### src/design/mm_pkg.sv
// ##########################################################
// Matrix-multiply tile package
// Sizes, Q8.8 constants and the packed chunk and flag types
// ##########################################################
`default_nettype none

package mm_pkg;

    // Operand format, signed Q8.8
    localparam int DATA_W = 16;
    localparam int FRAC_W = 8;

    // Tile geometry
    localparam int CHUNK     = 4;
    localparam int NUM_CORES = 4;
    localparam int INNER_DIM = 64;
    localparam int BEATS     = INNER_DIM / NUM_CORES;

    // Accumulation never overflows at this depth
    localparam int ACC_W = 32;
    localparam int CNT_W = 5;

    // Cross-core sum needs log2(NUM_CORES) extra bits
    localparam int SUM_W = ACC_W + $clog2(NUM_CORES);

    typedef logic signed [DATA_W-1:0] data_t;
    typedef logic signed [ACC_W-1:0]  acc_t;

    // Saturation bounds of one output word
    localparam data_t DATA_MAX = data_t'((2 ** (DATA_W - 1)) - 1);
    localparam data_t DATA_MIN = data_t'(-(2 ** (DATA_W - 1)));

    typedef data_t  [CHUNK-1:0]     chunk_t;
    typedef acc_t   [CHUNK-1:0]     acc_chunk_t;
    typedef chunk_t [NUM_CORES-1:0] weight_bus_t;

    typedef struct packed {
        logic systolic_finish;
        logic accumulator_done;
    } core_flags_t;

endpackage

`default_nettype wire

### src/design/mac_lane.sv
// ##########################################################
// Two-stage multiply, shift and accumulate lane
// ##########################################################
`timescale 1ns/1ps
`default_nettype none

module mac_lane
    import mm_pkg::*;
(
    input  logic  clk,
    input  logic  rst_n,
    input  logic  clear,
    input  logic  take,
    input  data_t a,
    input  data_t b,
    output acc_t  acc
);

    logic signed [2*DATA_W-1:0] product;
    acc_t                       prod_q;
    logic                       valid_q;
    acc_t                       acc_q;

    // Full product, then drop the fraction bits
    assign product = a * b;

    // Stage 1 payload
    always_ff @(posedge clk) begin
        if (clear) begin
            prod_q <= '0;
        end else if (take) begin
            prod_q <= acc_t'(product >>> FRAC_W);
        end
    end

    // Stage 1 valid bit
    always_ff @(posedge clk or negedge rst_n) begin
        if (!rst_n) begin
            valid_q <= 1'b0;
        end else if (clear) begin
            valid_q <= 1'b0;
        end else begin
            valid_q <= take;
        end
    end

    // Stage 2 accumulate
    always_ff @(posedge clk or negedge rst_n) begin
        if (!rst_n) begin
            acc_q <= '0;
        end else if (clear) begin
            acc_q <= '0;
        end else if (valid_q) begin
            acc_q <= acc_q + prod_q;
        end
    end

    assign acc = acc_q;

endmodule

`default_nettype wire

### src/design/dot_core.sv
// ##########################################################
// Dot-product core
// Counts beats, drives CHUNK MAC lanes, raises finish flags
// ##########################################################
`timescale 1ns/1ps
`default_nettype none

module dot_core
    import mm_pkg::*;
(
    input  logic        clk,
    input  logic        rst_n,
    input  logic        en,
    input  logic        reset_acc,
    input  chunk_t      input_n,
    input  chunk_t      input_w,
    output acc_chunk_t  result,
    output core_flags_t flags
);

    logic [CNT_W-1:0] count_q;
    logic             take;
    logic             finish_q;
    logic             done_q;

    // Beats past BEATS are ignored until reset_acc
    assign take = en && (count_q < CNT_W'(BEATS)) && !reset_acc;

    always_ff @(posedge clk or negedge rst_n) begin
        if (!rst_n) begin
            count_q <= '0;
        end else if (reset_acc) begin
            count_q <= '0;
        end else if (take) begin
            count_q <= count_q + 1'b1;
        end
    end

    // Finish one cycle after the last beat
    always_ff @(posedge clk or negedge rst_n) begin
        if (!rst_n) begin
            finish_q <= 1'b0;
        end else if (reset_acc) begin
            finish_q <= 1'b0;
        end else begin
            finish_q <= (count_q == CNT_W'(BEATS));
        end
    end

    // Done trails finish by the lane's add stage
    always_ff @(posedge clk or negedge rst_n) begin
        if (!rst_n) begin
            done_q <= 1'b0;
        end else if (reset_acc) begin
            done_q <= 1'b0;
        end else begin
            done_q <= finish_q;
        end
    end

    assign flags.systolic_finish  = finish_q;
    assign flags.accumulator_done = done_q;

    // One lane per chunk element
    for (genvar j = 0; j < CHUNK; j++) begin : g_lane
        mac_lane lane_i (
            .clk   (clk),
            .rst_n (rst_n),
            .clear (reset_acc),
            .take  (take),
            .a     (input_n[j]),
            .b     (input_w[j]),
            .acc   (result[j])
        );
    end

endmodule

`default_nettype wire

### config.mk
export PLATFORM = sky130hd
export DESIGN_NAME = dot_core
export DESIGN_NICKNAME = d
export VERILOG_FILES = /design/src/design/mm_pkg.sv /design/src/design/mac_lane.sv /design/src/design/dot_core.sv
export SDC_FILE = /design/constraint.sdc
export NUM_CORES = 2
export LEC_CHECK = 0
export BUFFER_PORTS_ARGS = -buffer_cell sky130_fd_sc_hd__buf_2
export CORE_ASPECT_RATIO = 1.4
export CORE_UTILIZATION = 55
export DETAILED_ROUTE_END_ITERATION = 10
export GPL_TIMING_DRIVEN = 0
export PLACE_DENSITY_LB_ADDON = 0.1
export SYNTH_ARGS = -nofsm -noshare
export SYNTH_HDL_FRONTEND = slang
export SYNTH_SLANG_ARGS = --single-unit
### constraint.sdc
create_clock -name clk -period 7.3 [get_ports clk]
set_input_delay 1.46 -clock clk [delete_from_list [all_inputs] [get_ports clk]]
set_output_delay 1.46 -clock clk [all_outputs]
set_load 0.05 [all_outputs]
[Word level (Yosys, flattened, before mapping)]
Cells that the tools add are included.
Storage, ports and cells
  bits in registers: 232
  logic and storage cells: 41
Operators by class
  $add $sub $neg: 5
  $mul: 4
  order comparisons: 1
  equality and inequality tests: 1
  multiplexer cells: 13
  reduce and logical (&&, ||, !) cells: 5
Operators by type and width (count)
  $mux 32: 8
  $add 32x24->32: 4
  $mul 16x16->32: 4
  $mux 5: 2
  $add 5x1->5 const B: 1
  $eq 5x5->1 const B: 1
  $lt 5x5->1 const B: 1
  $reduce_bool 2->1: 2
  $mux 1: 3
  $logic_and 1x1->1: 2
  $logic_not 1->1: 1

[Depth between registers and ports, before layout]
  depth in word-level cells: 5
  gate-level depth with buffers: 24

[Modules after synthesis]
Synthesis repeated with hierarchy kept, for this count alone.
Second synthesis, totals
  cells, all modules: 5936
  area total of the unflattened synthesis: 53557.6 µm²
Modules (own cells, without submodules)
  mac_lane (g_lane[0].lane_i): times used 1, cells each 1519, area an instance 13471.7 µm², sequential area each 1306.3 µm²
  mac_lane (g_lane[2].lane_i): times used 1, cells each 1463, area an instance 13289.0 µm², sequential area each 1306.3 µm²
  mac_lane (g_lane[1].lane_i): times used 1, cells each 1461, area an instance 13272.7 µm², sequential area each 1306.3 µm²
  mac_lane (g_lane[3].lane_i): times used 1, cells each 1460, area an instance 13178.9 µm², sequential area each 1306.3 µm²
  dot_core: times used 1, cells each 33, area an instance 345.3 µm², sequential area each 175.2 µm²

[Least setup slack after synthesis]
OpenSTA, ideal clock, no wires.
  kind: input to register
  from: in input_n[31] in the netlist's numbering
  to: reg g_lane[1].lane_i.prod_q[21]
  library setup time: 117 ps
  arrival: 7149 ps
  data required time: 7183 ps
  setup slack: 34 ps
  cell stages on the path: 21
  cell sequence: clkbuf_1 -> nand2_1 -> inv_1 -> fa_1 -> fa_1 -> fa_1 -> fa_1 -> fa_1 -> inv_1 -> fa_1 -> inv_1 -> ha_1 -> nand2_1 -> nor2_1 -> nand2_1 -> nor2_1 -> a211oi_1 -> a21oi_2 -> o31a_1 -> or3_1 -> a32o_1
Between the ends
  cells in the longest elaborated chain, start to end: 1
Ends and longest elaborated chain
  start, declared: line dot_core.sv:15  | input chunk_t input_n,
  $mul 16x16->32: line mac_lane.sv:25  | assign product = a * b;
  end signal, assigned: line mac_lane.sv:32  | prod_q <= acc_t'(product >>> FRAC_W);
  end, declared: line mac_lane.sv:20  | acc_t prod_q;
Every way passes these cells.
A chain may end at the register's enable or synchronous reset.

[Worst setup path in the final report]
  from: in input_n[42] in the netlist's numbering
  to: reg g_lane[2].lane_i.prod_q[22]
Between the ends
  cells in the longest elaborated chain, start to end: 1
Ends and longest elaborated chain (line)
  $mul 16x16->32: mac_lane.sv:25
  end signal, assigned: mac_lane.sv:32
  end, declared: mac_lane.sv:20
Every way passes these cells.

==> impl_summary.txt <==
----------------------------------------------------
[STA]
  RSZ-0062 raised after global routing ... yes
  Upper clock frequency limit ... between 100 and 150 MHz
  Pins Over Slew Limit ... 0
  Number of hold violations in the final report ... 0
  Slew at the pin closest to its max-slew limit ... around 1.4 ns
  Count of endpoints failing setup in the final report ... 0
  Max-slew headroom at the worst pin ... under 10%
  Clk_skew ... 0.06032 ns
  Tcrit/Tclk final ... 98.08%
  Min Clock Period, post-route ... roughly 7 ns
  Total Neg Setup Slack ... 0 ns
  Worst setup margin ... around 0.14 ns

[Flow run]
  Number of max-cap violations ... 0

[Synthesis]
  Number of enable-type register cells in the synthesized netlist ... 0
  Top flip-flop cell by instance count after synthesis ... dfrtp_1
  Mean instance size in the synthesized netlist ... 9.113 sq um
  Cell type contributing the most total cell area after synthesis ... fa_1
  Async set-or-reset flop fraction in the synthesized netlist ... between 50% and 60%
  Warning count from the yosys run ... 0
  Leading cell type by number of instances after synthesis ... inv_1
  Top cells by area in the synthesized netlist ... fa_1 40%, ha_1 11%, inv_1 8.3%
  Number of storage elements in the synthesis netlist ... between 200 and 250
  Number of cells produced by synthesis ... between 5,000 and 6,000
  Synthesized area ... between 50,000 and 60,000 sq um
  Most used standard cells in the synthesized netlist ... 1,157 x inv_1, 1,048 x fa_1, 678 x nand2_1, 487 x and2_1, 442 x ha_1
  Number of distinct library cells after synthesis ... 90
  Seq/Total Area, Yosys ... 10.21%
  Number of nets produced by synthesis ... 7,346
  Fraction of post-synthesis cell area in the top cell type by area ... between 40% and 50%

[Worst setup path]
  Startpoint kind of the worst setup timing path ... input port
  Reg-to-reg setup timing slack ... ~3.4 ns
  Crit path arrival time ... 7.62 ns
  CP startpoint ... input_n[42]
  WS Path Type ... in -> reg
  Critical path endpoint ... g_lane[2].lane_i.prod_q[22]
  CP max FO ... 10
  Length in cells of the worst reg-to-reg path ... 12
  Launch instance of the worst register-to-register path ... g_lane[2].lane_i.acc[0]
  Kind of end point of the critical path ... flip-flop
  Data required time of the critical path ... 7.76 ns
  Capture instance of the worst register-to-register path ... g_lane[2].lane_i.acc[28]

[Cells and area]
  Final cell utilization of the core ... 59.67%
  Fill cells ... roughly 8,600
  Fraction of layout instances using a drive strength above 1 ... under 10%
  Final layout net count ... 7,597
  Area Growth Syn to Fin ... 7.544%
  Number of non-filler instances in the completed layout ... 7,213

[GRT]
  Overall global routing resource usage ... between 30% and 40%
  Wire length of the first global-routing pass ... between 200,000 and 250,000 um
  Pin count of the biggest net entering global routing ... 76
  Global-route congestion overflow total ... 0
  Number of global-route vias before repair ... between 40,000 and 50,000
  Number of antenna violations at the first check in global routing ... 2

[CTS]
  CTS root buf ... clkbuf_16
  Clock input transition at the sequential cells of the worst setup and hold paths ... ~0.070 ns
  TritonCTS clock tree ... yes
  Deepest level of the CTS H-tree ... 1
  CTS Buf Count ... 28
  Clock insertion delay at the later pin of the skew report ... approximately 0.61 ns
  Bufs on Longest Clock Path ... 3
  Number of clock sinks ... roughly 230

[Floorplanning]
  Rows ... 133
  Core box area ... about 94,000 sq um
  I/O pin cnt ... about 260
  Vert. Die Dim ... between 300 and 400 um
  Die Width ... ~260 um
  Die outline area ... 96,100 sq um
  Initial Utilization ... between 50 and 60%

[Drt]
  Detailed Route WL ... approximately 150,000 um
  Final antenna-violating net count ... 0
  Initial detailed-routing violation count ... 2,099
  Drt via density ... around 5.6
  Via count ... approximately 40,000
  Detail-routed net length per standard cell ... around 20 um
  1st-pass router iterations ... 6
  DRC viols ... 0

[Min path]
  Worst min-delay path class ... reg -> reg

[Placed design]
  Gp weighted congestion ... slightly below 1
  Cell count after placement ... ~7,200
  Number of buffer cells added on primary ports ... ~260
  Worst setup slack before clock tree synthesis ... -1.007 ns
  Estimated wirelength of the detail-placed design ... ~130,000 um

[Status]
  Status ... finished, final reports clean

----------------------------------------------------
==> routing by layer <==
| metal | vias up | GRT usage, % | share of wire, % |
|---|---|---|---|
| li1 | 18179 | - | - |
| met1 | 20393 | 38.20 | 38 |
| met2 | 1149 | 56.20 | 51 |
| met3 | 355 | 3.585 | 5.2 |
| met4 | 2 | 15.93 | 5.7 |
| met5 | - | 0 | 0.0081 |
==> worst max-delay path, cell delays in order <==
cell	delay, ns
buf_2	0.17
clkbuf_4	0.26
nand2_1	0.10
fa_1	0.52
fa_1	0.58
fa_1	0.45
fa_1	0.55
inv_1	0.05
fa_1	0.49
fa_1	0.42
ha_1	0.33
a21o_1	0.22
a211oi_1	0.23
nor2_1	0.09
a211o_1	0.30
o221a_2	0.30
a31o_2	0.30
a41oi_2	0.21
a21oi_1	0.12
xnor2_1	0.32
o21ai_0	0.12
==> state kept, by name, summed over array words and instances, names as in the netlist <==
signal / cells
finish_q: 1
done_q: 1
g_lane.lane_i.valid_q: 1
count_q: 5
g_lane.lane_i.prod_q: 96
g_lane.lane_i.acc: 128
==> layout by cell type (no fill, tap or decap), types with 8 or more instances in the layout <==
master and instances:
a211o_1 11, a211oi_1 43, a21o_1 94, a21oi_1 204
a22o_1 12, a31o_2 9, a31oi_1 13, a41oi_1 8
and2_1 487, and3_1 18, buf_1 13, buf_2 265
buf_4 8, clkbuf_1 89, clkbuf_16 29, clkbuf_2 36
clkbuf_4 10, clkinv_2 10, dfrtp_1 136, dfxtp_1 96
fa_1 1042, ha_1 442, inv_1 1157, mux2i_1 58
nand2_1 678, nand2b_1 35, nand3_1 45, nand4_1 18
nor2_1 247, nor2b_1 27, nor3_1 42, o211ai_1 19
o21a_1 30, o21ai_0 134, o21bai_1 20, o31ai_1 17
or3_1 22, xnor2_1 136, xor2_1 67
==> final cells by class <==
class | instances | area [sq um] | area share [%]
antenna | 1 | 2.502 | 0.004461
multi-input combinational | 4133 | 41820 | 74.55
timing repair buffer | 266 | 1370 | 2.442
tap | 1215 | 1520 | 2.710
sequential | 232 | 5325 | 9.492
inverter | 1157 | 4343 | 7.742
clock buffer | 36 | 802.0 | 1.430
buffer | 157 | 708.2 | 1.262
clock inverter | 16 | 209.0 | 0.3725
==> cells by family after synthesis <==
kind of cell,after synthesis,synth area share (%)
buffers and inverters,1359,9.796
and+or+nand+nor,1675,15.65
AOI/OAI and AO/OA,705,8.968
muxes,59,1.135
xor gates and xnor gates,204,3.425
adders and majority gates,1490,50.82
DFF,232,10.21
==> timing repair <==
action / in CTS / in global routing
setup buffers: 0 / 4
gates resized for setup: 33 / 109
hold buffers: 0 / 0
pin swaps: 0 / 7
endpoints found under the setup margin: 25 / 31
==> worst min-delay path by stage <==
stage | from | to | slack [ns] | cells after the start
floorplan | g_lane[0].lane_i.prod_q[12] | g_lane[0].lane_i.prod_q[12] | 0.43 | 2
global placement | g_lane[2].lane_i.prod_q[19] | g_lane[2].lane_i.prod_q[19] | 0.44 | 2
detailed placement | g_lane[2].lane_i.prod_q[9] | g_lane[2].lane_i.prod_q[9] | 0.45 | 2
CTS | g_lane[2].lane_i.prod_q[9] | g_lane[2].lane_i.prod_q[9] | 0.46 | 2
global route | g_lane[0].lane_i.prod_q[8] | g_lane[0].lane_i.prod_q[8] | 0.48 | 2
finish | g_lane[2].lane_i.prod_q[9] | g_lane[2].lane_i.prod_q[9] | 0.46 | 2
==> stage by stage <==
| stage | instance area [sq um] | hold slack [ns] |
|---|---|---|
| finish | 56100 | 0.4557 |
| global route | 56100 | 0.4760 |
| CTS | 55990 | 0.4564 |
| detailed placement | 55020 | 0.4481 |
| global placement | 54990 | 0.4435 |
| floorplan | 52160 | 0.4291 |
Power is left out: the tool's default activity adds up to more than one toggle a clock period on the data nets, which glitch-free logic cannot reach.
