[config.mk]
export PLATFORM = sky130hd
export DESIGN_NAME = reduce_buffer
export DESIGN_NICKNAME = d
export VERILOG_FILES = /design/src/design/mm_pkg.sv /design/src/design/reduce_buffer.sv
export SDC_FILE = /design/constraint.sdc
export NUM_CORES = 1
export LEC_CHECK = 0
export BUFFER_PORTS_ARGS = -buffer_cell sky130_fd_sc_hd__buf_2
export CAP_MARGIN = 30
export CELL_PAD_IN_SITES_DETAIL_PLACEMENT = 1
export CELL_PAD_IN_SITES_GLOBAL_PLACEMENT = 1
export CORE_ASPECT_RATIO = 0.75
export CORE_MARGIN = 2
export CORE_UTILIZATION = 38
export DETAILED_ROUTE_END_ITERATION = 8
export PLACE_DENSITY_LB_ADDON = 0.1
export SKIP_CTS_REPAIR_TIMING = 1
export SKIP_LAST_GASP = 1
export SYNTH_ARGS = -nofsm -noshare
export SYNTH_HDL_FRONTEND = slang
export SYNTH_SLANG_ARGS = --single-unit
export TNS_END_PERCENT = 5
[constraint.sdc]
create_clock -name clk -period 3.1 [get_ports clk]
set_input_delay 0 -clock clk [delete_from_list [all_inputs] [get_ports clk]]
set_output_delay 0 -clock clk [all_outputs]
set_load 0.01 [all_outputs]
[src/design/mm_pkg.sv]
// ##########################################################
// Matrix-multiply tile package
// Sizes, Q8.8 constants and the packed chunk and flag types
// ##########################################################
`default_nettype none

package mm_pkg;

    // Operand format, signed Q8.8
    localparam int DATA_W = 16;
    localparam int FRAC_W = 8;

    // Tile geometry
    localparam int CHUNK     = 4;
    localparam int NUM_CORES = 4;
    localparam int INNER_DIM = 64;
    localparam int BEATS     = INNER_DIM / NUM_CORES;

    // Accumulation never overflows at this depth
    localparam int ACC_W = 32;
    localparam int CNT_W = 5;

    // Cross-core sum needs log2(NUM_CORES) extra bits
    localparam int SUM_W = ACC_W + $clog2(NUM_CORES);

    typedef logic signed [DATA_W-1:0] data_t;
    typedef logic signed [ACC_W-1:0]  acc_t;

    // Saturation bounds of one output word
    localparam data_t DATA_MAX = data_t'((2 ** (DATA_W - 1)) - 1);
    localparam data_t DATA_MIN = data_t'(-(2 ** (DATA_W - 1)));

    typedef data_t  [CHUNK-1:0]     chunk_t;
    typedef acc_t   [CHUNK-1:0]     acc_chunk_t;
    typedef chunk_t [NUM_CORES-1:0] weight_bus_t;

    typedef struct packed {
        logic systolic_finish;
        logic accumulator_done;
    } core_flags_t;

endpackage

`default_nettype wire

[src/design/reduce_buffer.sv]
// ##########################################################
// Result buffer
// Sums core results per lane, saturates, holds output chunk
// ##########################################################
`timescale 1ns/1ps
`default_nettype none

module reduce_buffer
    import mm_pkg::*;
(
    input  logic                        clk,
    input  logic                        rst_n,
    input  logic                        all_done,
    input  acc_chunk_t [NUM_CORES-1:0]  core_results,
    output chunk_t                      out_top,
    output logic                        out_valid
);

    chunk_t sat_chunk;
    logic   done_q;
    logic   capture;
    chunk_t out_q;
    logic   valid_q;

    // Per-lane cross-core sum and clamp
    always_comb begin
        logic signed [SUM_W-1:0] sum;
        acc_t                    part;
        for (int j = 0; j < CHUNK; j++) begin
            sum = '0;
            for (int c = 0; c < NUM_CORES; c++) begin
                part = core_results[c][j];
                sum  = sum + SUM_W'(part);
            end
            if (sum > DATA_MAX) begin
                sat_chunk[j] = DATA_MAX;
            end else if (sum < DATA_MIN) begin
                sat_chunk[j] = DATA_MIN;
            end else begin
                sat_chunk[j] = data_t'(sum);
            end
        end
    end

    // Capture only on the first cycle of all_done
    assign capture = all_done && !done_q;

    always_ff @(posedge clk or negedge rst_n) begin
        if (!rst_n) begin
            done_q <= 1'b0;
        end else begin
            done_q <= all_done;
        end
    end

    always_ff @(posedge clk or negedge rst_n) begin
        if (!rst_n) begin
            out_q   <= '0;
            valid_q <= 1'b0;
        end else begin
            valid_q <= capture;
            if (capture) begin
                out_q <= sat_chunk;
            end
        end
    end

    assign out_top   = out_q;
    assign out_valid = valid_q;

endmodule

`default_nettype wire

# ---- Yosys cells after proc, flatten, opt, wreduce, memory -nomap -nowiden
# Cells that the tools add are included.
dict set report op_classes {
  reduce_logical 2
  magnitude_cmp 8
  n_addsub 12
  n_mux 8
}
# operator count
set ops {}
lappend ops {{33-bit by 32-bit adder with 34-bit output} 4}
lappend ops {{34-bit by 32-bit adder with 34-bit output} 4}
lappend ops {{34-bit by 16-bit > comparator with 1-bit output (second input constant)} 4}
lappend ops {{34-bit by 16-bit less-than comparator with 1-bit output (second input constant)} 4}
lappend ops {{32-bit by 32-bit adder with 33-bit output} 4}
lappend ops {{16-bit two-way mux} 8}
lappend ops {{1-bit logical AND} 1}
lappend ops {{1-bit zero test} 1}
dict set report totals {
  input_bits 515
  wordCells 36
  regBits 66
}

# ---- Logic depth before layout (Yosys ltp)
# Gate-level depths: netlist of run 1.
dict set report depth {
  depth_word 6
  mapped_depth 19
}

# ---- Least setup slack after synthesis of run 1
# Ideal clock, no wire load.
dict set report synth_path {
  kind {input-to-reg}
  start {in core_results[97] (netlist bit)}
  end {reg out_q (netlist bit out_top[52])}
  path_stages 19
  setup_ns 0.124
  path_slack_ns -1.295
  arrival_ns 4.270
  cell_sequence {inv_1 > fa_1 > fa_1 > inv_1 > ha_1 > inv_1 > fa_1 > nand2b_1 > a21oi_1 > nor2_1 > o41ai_1 > a21oi_1 > xor2_1 > nand4_1 > or4_1 > or3_4 > o32ai_4 > buf_6 > a21oi_1}
}
dict set report synth_via {
  elab_chain_cells 6
  elab_cells_between_ends 7
  classes_between {add/sub (3); order compare (2); mux (2)}
}
# item line_no
set synth_rtl {}
lappend synth_rtl {{from (decl)} reduce_buffer.sv:14} ;# input acc_chunk_t [NUM_CORES-1:0] core_results,
lappend synth_rtl {{32-bit by 32-bit adder with 33-bit output (*)} reduce_buffer.sv:33} ;# sum = sum + SUM_W'(part);
lappend synth_rtl {{33-bit by 32-bit adder with 34-bit output (*)} reduce_buffer.sv:33}
lappend synth_rtl {{34-bit by 32-bit adder with 34-bit output (*)} reduce_buffer.sv:33}
lappend synth_rtl {{34-bit by 16-bit less-than comparator with 1-bit output} reduce_buffer.sv:37} ;# end else if (sum < DATA_MIN) begin
lappend synth_rtl {{16-bit two-way mux} reduce_buffer.sv:37}
lappend synth_rtl {{16-bit two-way mux (*)} reduce_buffer.sv:35} ;# if (sum > DATA_MAX) begin
lappend synth_rtl {{to (signal assigned)} reduce_buffer.sv:63} ;# out_q <= sat_chunk;
lappend synth_rtl {{to (decl)} reduce_buffer.sv:22} ;# chunk_t out_q;
# Every way passes the cells marked *; elsewhere a longest branch is shown, timed or not.
# A chain may end at the register's enable or synchronous reset.

# ---- Worst setup path in the final report of run 1
dict set report layout_path {
  start {in core_results[291] (netlist bit)}
  end {reg out_q (netlist bit out_top[20])}
}
dict set report layout_via {
  elab_chain_cells 5
  elab_cells_between_ends 6
  classes_between {add/sub (2); order compare (2); mux (2)}
}
# item line_no
set layout_rtl {}
lappend layout_rtl {{33-bit by 32-bit adder with 34-bit output (*)} reduce_buffer.sv:33}
lappend layout_rtl {{34-bit by 32-bit adder with 34-bit output (*)} reduce_buffer.sv:33}
lappend layout_rtl {{34-bit by 16-bit less-than comparator with 1-bit output} reduce_buffer.sv:37}
lappend layout_rtl {{16-bit two-way mux} reduce_buffer.sv:37}
lappend layout_rtl {{16-bit two-way mux (*)} reduce_buffer.sv:35}
# Marked as above.

==> results of run 1 <==
-- stage by stage --
stage / TNS (ns) / cells / hold WS [ns]
2_1_floorplan: -64.32 / 2367 / -0.296
3_3_place_gp: -94.93 / 3988 / 0.206
3_5_place_dp: -103.27 / 3988 / 0.224
4_1_cts: -82.57 / 4004 / -0.152
5_1_grt: -89.51 / 4021 / 0.136
6_report: -76.27 / 4021 / 0.115
-- flip-flops by register name, summed over array words and instances (netlist names) --
register / cells
done_q: 1
out_valid: 1
out_top: 64
-- kinds of logic (layout without fill, tap and decap cells) --
family	count (synthesis)	after routing	share of synthesized area
AOI/OAI and AO/OA	524	524	0.183
and+or+nand+nor	587	587	0.157
muxes	5	5	0.00282
xor gates and xnor gates	94	94	0.0452
adders and majority gates	392	392	0.377
DFF	66	66	0.0907
buffers and inverters	699	1714	0.145
-- where the power goes --
| part | total, mW | switching [mW] | leakage [nW] | internal (mW) |
|---|---|---|---|---|
| Clock | 1.29 | 0.502 | 0.169 | 0.789 |
| Combinational | 16.2 | 8.65 | 13.6 | 7.51 |
| Sequential | 1.56 | 0.320 | 0.708 | 1.24 |
-- final timing paths --
path / startpoint / end
max: core_results[291] / out_top[20]
min: core_results[448] / out_top[32]
max reg2reg: done_q / out_top[60]
min reg2reg: out_top[12] / out_top[12]
max in group asynchronous: rst_n / out_top[63]
min in group asynchronous: rst_n / out_top[16]
-- layout make-up --
cell class,instances,share of cell area
Sequential cell,66,0.0629
Multi-Input combinational cell,1602,0.547
Tap cell,639,0.0305
Timing Repair Buffer,1062,0.255
Inverter,636,0.0914
Clock inverter,7,0.00448
Clock buffer,9,0.00858
-- critical path, stage by stage --
cell,delay (ns)
buf_2,0.07
inv_1,0.05
fa_1,0.53
fa_1,0.57
inv_1,0.07
ha_4,0.16
buf_4,0.15
o21ai_0,0.35
buf_4,0.20
o2111ai_1,0.15
nand3b_1,0.23
a21oi_1,0.15
o21ai_1,0.23
o2111ai_2,0.15
or4_1,0.54
or4_4,0.44
o21ai_4,0.27
buf_12,0.18
o211ai_1,0.11
a21oi_1,0.14
-- cells in the final DEF, fill, tap and decap left out, types with 45 or more instances in the layout --
cell type	netlist	final
fa_1	260	257
xnor2_1	49	47
buf_4	1	473
buf_2	7	573
nand2_1	173	172
xor2_1	45	45
o21ai_0	89	82
inv_1	636	624
ha_1	132	123
nor2_1	153	151
a21oi_1	202	180
a21o_1	45	45
dfrtp_1	66	66
-- per-layer routing --
layer  vias to the layer above  part of all wire
li1                       9610                 -
met1                     10000              0.43
met2                       558              0.51
met3                        71             0.048
met4                         0             0.014
met5                         -                 0
==> out/qor.yml, run 1 <==
run_status:
  outcome: "finished, violations left"
  failed_checks: "negative setup slack"
die:
  core_area_sq_um: 47300
  start_util: 0.385
  boundaryPins: 580
  die_area_sq_um: 49700
  die_w_um: 257
  row_count: 69
  die_h_um: 194
synth:
  netlist_area_sq_um: 18200
  synth-seq-area-share: 0.0907
  yosysMostFrequentCell: "inv_1"
  synthDistinctLibCells: 79
  synth_common_cells: "636 x inv_1, 260 x fa_1, 202 x a21oi_1, 173 x nand2_1, 153 x nor2_1"
  syn_nets: 3274
  synth_edf_count: 0
  async_flop_share: 1.00
  synth_ff_type: "dfrtp_1"
  synth_seq_cells: 66
  synth_area_leader_cell: "fa_1"
  syn-mean-instance-area_sq_um: 7.69
  synth_area_leaders: "fa_1 29%, inv_1 13%, dfrtp_1 9.1%"
  yosysWarnings: 0
  synthCells: 2367
  yosys.area.top_type_share: 0.286
sta:
  max_freq_mhz: 223
  maxSlewViolCount: 0
  skew_ns: 0.00921
  rsz0062_at_grt: "yes"
  setup_viol: 64
  worst_pin_slew_ns: 0.618
  setup_slack_ns: -1.38
  hold_viol: 0
  layout_worst_path_cycle_share: 1.45
  relSlewSlack: 0.584
  period_minus_slack_ns: 4.48
setup_path:
  crit_fanout: 8
  crit_required_ns: 3.38
  end_kind: "register"
  startpoint_type: "input pin"
  r2r_slack_ns: 0.78
  path_class: "in -> reg"
  worstPathArrival_ns: 4.76
  r2r.worst_path.cells: 9
placed_design:
  pre_cts_slack_ns: -1.90
  post-dp-hpwl_mm: 66.4
  gp_congestion: 0.997
  portBuffers: 579
  placed_area_sq_um: 25300
clock_network:
  numCtsBuffers: 9
  htreeDepth: 3
  clkTransAtPathRegs_ns: 0.07
  insertion_delay_ns: 0.35
  cts_root_buf: "clkbuf_16"
  cts_num_sinks: 66
  cts_tree: "yes"
  cts_buffer_depth: 2
layout:
  fin_nets: 4284
  area_growth_pct: 44.1
  seqCellArea_sq_um: 1650
  drive_gt1_frac: 0.350
  multi_input_area_sq_um: 14400
  stdcell_area_sq_um: 26200
  nFillCells: 6094
  diodes: 0
  fin_util: 0.555
grt:
  grt-ovfl-total: 0
  grtUsageMet2: 0.541
  grt_max_degree: 67
  grt_util_met1: 0.389
  grt_pass1_wl_mm: 120
  top_usage_layer: "met2"
  gr-usage-met3: 0.0314
  first_global_vias: 22700
  antenna_found_initial: 1
  grt_util_all_layers: 0.299
pwr:
  p_per_area_nw_per_um2: 724
  vdd_ir_drop_max_uv: 297
  total_power_mw: 19.0
  p_leak_nw: 14.5
flow_run:
  cap_violations: 0
drt:
  wire_per_inst_um: 18.8
  vias: 20300
  drc: 0
  totalWireLength_mm: 75.8
  drt_pre_antenna_iters: 5
  drtIter0Drc: 1020
  ant_nets: 0
  viasPerCell: 5.05
min_path:
  hp-class: "in -> reg"
  holdPathStages: 4
Note: power is estimated with default switching activity, not from simulation.
==> run 2: changes to the inputs <==
--- a/config.mk
+++ b/config.mk
@@ -14,6 +14,7 @@
 export CORE_UTILIZATION = 38
 export DETAILED_ROUTE_END_ITERATION = 8
 export PLACE_DENSITY_LB_ADDON = 0.1
+export RECOVER_POWER = 100
 export SKIP_CTS_REPAIR_TIMING = 1
 export SKIP_LAST_GASP = 1
 export SYNTH_ARGS = -nofsm -noshare
==> out/qor.yml, run 2 (same netlist as run 1, synthesis figures left out) <==
run_status:
  failed_checks: "max-capacitance violations, max-slew violations, negative setup slack"
  outcome: "finished, violations left"
layout:
  seqCellArea_sq_um: 1650
  layout_commonest_cell: "inv_1"
  fin_util: 0.552
  nFillCells: 6123
  largest_reg_flops: 64
  area_growth_pct: 43.5
  stdcell_area_sq_um: 26100
  final_cell_mix: "624 x inv_1, 507 x buf_2, 471 x buf_4"
  instances_no_fill: 4021
  diodes: 0
  drive_gt1_frac: 0.330
  fin_nets: 4284
  multi_input_area_sq_um: 14400
pwr:
  internal_power_mw: 9.43
  p_per_area_nw_per_um2: 724
  switching_power_mw: 9.48
  total_power_mw: 18.9
  vdd_ir_drop_max_uv: 297
  swShare: 0.501
  p_seq_frac: 0.083
  comb_power_share: 0.849
  clockPowerShare: 0.068
  p_leak_nw: 14.3
sta:
  relSlewSlack: -0.0110
  setup_slack_ns: -1.37
  max_freq_mhz: 224
  worst_pin_slew_ns: 1.52
  period_minus_slack_ns: 4.47
  finalSetupTns_ns: -76.06
  skew_ns: 0.00924
  fin_hold_ws_ns: 0.112
  setup_viol: 64
  maxSlewViolCount: 25
  hold_viol: 0
  layout_worst_path_cycle_share: 1.44
  rsz0062_at_grt: "yes"
min_path:
  hp-class: "in -> reg"
setup_path:
  startpoint_type: "input pin"
  crit_required_ns: 3.38
  crit_fanout: 8
  path_class: "in -> reg"
  cp_cell_sequence: "buf_2 -> inv_1 -> fa_1 -> fa_1 -> inv_1 -> ha_4 -> buf_4 -> o21ai_0 -> buf_4 -> o2111ai_1 -> nand3b_1 -> a21oi_1 -> o21ai_1 -> o2111ai_2 -> or4_1 -> or4_4 -> o21ai_4 -> buf_12 -> o211ai_1 -> a21oi_1"
  end_kind: "register"
  worstPathArrival_ns: 4.75
  max_stage_delay_ns: 0.57
  slowest_stage: "fa_1"
grt:
  grt_max_degree: 67
  grt-ovfl-total: 0
  grt_util_all_layers: 0.299
  first_global_vias: 22700
  antenna_found_initial: 1
  grt_pass1_wl_mm: 120
die:
  boundaryPins: 580
  die_w_um: 257
  core_area_sq_um: 47300
  row_count: 69
  die_area_sq_um: 49700
  start_util: 0.385
  die_h_um: 194
drt:
  drc: 0
  vias: 20300
  drt_pre_antenna_iters: 5
  totalWireLength_mm: 75.7
  wl_met3_mm: 3.50
  maxUsedRoutingLayer: "met4"
  wire_per_inst_um: 18.8
  drtIter0Drc: 1009
  ant_nets: 0
  wl_met1_mm: 32.9
  wl_met2_mm: 38.3
  viasPerCell: 5.05
placed_design:
  portBuffers: 579
  dp_cells: 3988
  placed_area_sq_um: 25300
  pre_cts_slack_ns: -1.90
  post-dp-hpwl_mm: 66.4
  gp_congestion: 0.997
flow_run:
  cap_violations: 1
clock_network:
  htreeDepth: 3
  cts_tree: "yes"
  cts_root_buf: "clkbuf_16"
  clkTransAtPathRegs_ns: 0.07
  cts_num_sinks: 66
  numCtsBuffers: 9
  cts_buffer_depth: 2
  insertion_delay_ns: 0.35
==> run 2: cell types whose count changed in the layout (fill, tap and decap cells not counted), sizes merged <==
cell	delta
clkbuf	+69
buf	-69
==> run 2: final timing paths <==
| check | from | endpoint | slack [ns] | depth (start not counted) |
|---|---|---|---|---|
| min reg2reg | out_top[12] | out_top[12] | 0.53 | 2 |
| min | core_results[448] | out_top[32] | 0.11 | 4 |
| min in group asynchronous | rst_n | out_top[16] | 0.56 | 2 |
| max reg2reg | done_q | out_top[33] | 0.72 | 8 |
| max in group asynchronous | rst_n | out_top[63] | 0.54 | 3 |
| max | core_results[291] | out_top[20] | -1.37 | 20 |
==> run 2: area by class of cell <==
class	count	share of cell area
timing repair buffer	1062	0.252
clock buffer	9	0.00862
sequential	66	0.0632
clock inverter	7	0.00450
multi-input combinational	1602	0.549
inverter	636	0.0918
tap	639	0.0306
==> run 2: worst max-delay path: cells and delay by family <==
| kind | cells | cell delay (ns) |
|---|---|---|
| AND/OR/NAND/NOR | 3 | 1.21 |
| AO/OA/AOI/OAI | 8 | 1.53 |
| adder cells (fa/ha/maj) | 3 | 1.26 |
| buffers and inverters | 6 | 0.72 |
==> run 2: power groups by stage <==
stage / clock, mW / combinational [mW] / sequential [mW]
floorplan: 0 / 7.90 / 1.62
global placement: 0 / 14.8 / 1.56
detailed placement: 0 / 15.3 / 1.55
CTS: 1.30 / 15.4 / 1.55
global route: 1.34 / 17.6 / 1.60
finish: 1.29 / 16.1 / 1.57
==> run 2: routing by layer <==
metal | vias up | global-route usage
met5 | - | 0
met4 | 0 | 0.0497
met1 | 10100 | 0.389
li1 | 9616 | -
met3 | 65 | 0.0314
met2 | 553 | 0.541
==> run 3: changes to the inputs <==
--- a/config.mk
+++ b/config.mk
@@ -5,6 +5,7 @@
 export SDC_FILE = /design/constraint.sdc
 export NUM_CORES = 1
 export LEC_CHECK = 0
+export ABC_AREA = 1
 export BUFFER_PORTS_ARGS = -buffer_cell sky130_fd_sc_hd__buf_2
 export CAP_MARGIN = 30
 export CELL_PAD_IN_SITES_DETAIL_PLACEMENT = 1
==> out/qor.yml, run 3 <==
run_status:
  outcome: "finished, violations left"
  failed_checks: "max-capacitance violations, max-slew violations, negative setup slack"
setup_path:
  crit_fanout: 7
  max_stage_delay_ns: 0.52
  r2r.worst_path.cells: 5
  worstPathArrival_ns: 3.51
  critPathMostFrequentCell: "nand2_1"
  r2r_slack_ns: 1.48
  cp_cell_sequence: "buf_2 -> inv_1 -> fa_1 -> fa_1 -> inv_1 -> ha_1 -> nand2_1 -> nor2_2 -> inv_1 -> nor3_2 -> nand3_1 -> nand4_1 -> nand2_1 -> nor2_1 -> nand2_1 -> nor2_1 -> nand2_1 -> a21oi_4 -> clkbuf_16 -> a21oi_2"
  path_class: "in -> reg"
  r2r-end: "out_top[2]"
  slowest_stage: "fa_1"
  cp_top_family: "adder cells"
  crit_required_ns: 3.33
  startpoint_type: "input pin"
  critPathBufInv: 5
  critical_path_depth: 20
  end_kind: "register"
  regToRegStartpoint: "done_q"
die:
  start_util: 0.387
  die_w_um: 280
  die_area_sq_um: 59200
  row_count: 75
  boundaryPins: 580
  core_area_sq_um: 56200
  die_h_um: 211
layout:
  instances_no_fill: 5275
  largest_reg_flops: 64
  layout_commonest_cell: "inv_1"
  drive_gt1_frac: 0.262
  area_growth_pct: 35.3
  fin_nets: 5446
  fin_util: 0.523
  final_cell_mix: "1128 x inv_1, 1119 x nand2_1, 510 x buf_2"
  stdcell_area_sq_um: 29400
synth:
  synthDistinctLibCells: 30
  synth-seq-area-share: 0.0760
  synth_common_cells: "1205 x nand2_1, 1146 x inv_1, 289 x nor2_1, 260 x fa_1, 169 x nand3_1"
  yosys.area.top_type_share: 0.239
  synth_seq_cells: 66
  async_flop_share: 1.00
  yosysMostFrequentCell: "nand2_1"
  synthCells: 3629
  syn-mean-instance-area_sq_um: 5.99
  synth_ff_type: "dfrtp_1"
  netlist_area_sq_um: 21700
  synth_area_leaders: "fa_1 24%, nand2_1 21%, inv_1 20%"
  synth_area_leader_cell: "fa_1"
  yosysWarnings: 0
  synth_edf_count: 0
  syn_nets: 4536
sta:
  hold_viol: 0
  period_minus_slack_ns: 3.28
  rsz0062_at_grt: "yes"
  max_freq_mhz: 305
  relSlewSlack: -0.215
  skew_ns: 0.00883
  layout_worst_path_cycle_share: 1.06
  finalSetupTns_ns: -6.96
  worst_pin_slew_ns: 1.82
  maxSlewViolCount: 67
  setup_slack_ns: -0.177
  setup_viol: 60
placed_design:
  placed_area_sq_um: 27900
  portBuffers: 579
  gp_congestion: 0.925
  post-dp-hpwl_mm: 70.7
  dp_cells: 5236
min_path:
  holdPathStages: 4
  hp-start: "core_results[416]"
  hp-class: "in -> reg"
  holdPathEnd: "out_top[16]"
clock_network:
  cts_tree: "yes"
  cts_num_sinks: 66
  insertion_delay_ns: 0.35
  clkTransAtPathRegs_ns: 0.06
  cts_root_buf: "clkbuf_16"
  cts_buffer_depth: 2
  numCtsBuffers: 9
  htreeDepth: 3
pwr:
  p_per_area_nw_per_um2: 685
  p_leak_nw: 18.2
  vdd_ir_drop_max_uv: 321
drt:
  vias: 24400
  wire_per_inst_um: 15.3
  drc: 0
  drt_pre_antenna_iters: 5
  totalWireLength_mm: 81.0
  viasPerCell: 4.62
  ant_nets: 0
  drtIter0Drc: 936
grt:
  grt-ovfl-total: 0
  gr-usage-met3: 0.0435
  grtUsageMet2: 0.484
  antenna_found_initial: 2
  grt_pass1_wl_mm: 125
  top_usage_layer: "met2"
  grt_util_all_layers: 0.263
  grt_max_degree: 67
  grt_util_met1: 0.322
  first_global_vias: 25700
flow_run:
  cap_violations: 1
-- run 3: cell count changes after synthesis, sizes merged, moves of 47 or more --
cell / previous run / this run
a21oi: 205 / 128
clkbuf: 54 / 7
inv: 636 / 1160
nand2: 173 / 1224
nand3: 45 / 174
nor2: 153 / 312
o21ai: 94 / 11
-- run 3: final cells by class --
class	count	area, sq um
antenna	1	2.50
clock buffer	9	225
clock inverter	6	92.6
fill	8011	26800
inverter	1160	4360
multi-input combinational	2389	16700
sequential	66	1650
tap	731	915
timing repair buffer	913	5510
-- run 3: power by group --
group,internal [mW],leakage [nW],switching (mW)
Clock,0.703,0.148,0.440
Combinational,7.10,17.4,10.3
Sequential,1.26,0.722,0.318
-- run 3: worst min-delay path: cells and delay by family --
family | cells | cell delay [ns]
AND/OR/NAND/NOR | 1 | 0.05
buffers and inverters | 1 | 0.08
adder cells (fa/ha/maj) | 1 | 0.12
AO/OA/AOI/OAI | 1 | 0.14
-- run 3: metrics by stage --
step           hold WS [ns]  total power [mW]  worst slack [ns]
3_5_place_dp          0.192              17.8            -0.582
2_1_floorplan        -0.296              11.0           -0.0217
3_3_place_gp          0.175              17.3            -0.456
5_1_grt               0.114              22.3            -0.448
4_1_cts              -0.191              19.0            -0.237
6_report             0.0723              20.1            -0.177
-- run 3: metal layers --
metal / routed length [um] / share of wire
met1: 33800 / 0.42
met2: 40800 / 0.50
met3: 4370 / 0.054
met4: 2020 / 0.025
met5: 0 / 0
-- run 3: how the worst max path moves through the flow --
stage | startpoint | endpoint
CTS | core_results[130] | out_top[3]
floorplan | core_results[33] | out_top[21]
finish | core_results[54] | out_top[29]
detailed placement | core_results[64] | out_top[35]
global route | core_results[167] | out_top[17]
global placement | core_results[64] | out_top[34]
-- run 3: cells by family (layout without fill, tap and decap cells) --
group,Yosys count,after routing,synth area share
AOI/OAI and AO/OA,147,147,0.0439
adders and majority gates,392,392,0.315
xor gates and xnor gates,52,52,0.0209
and+or+nand+nor,1797,1798,0.338
other,0,1,0
DFF,66,66,0.0760
buffers and inverters,1175,2088,0.206
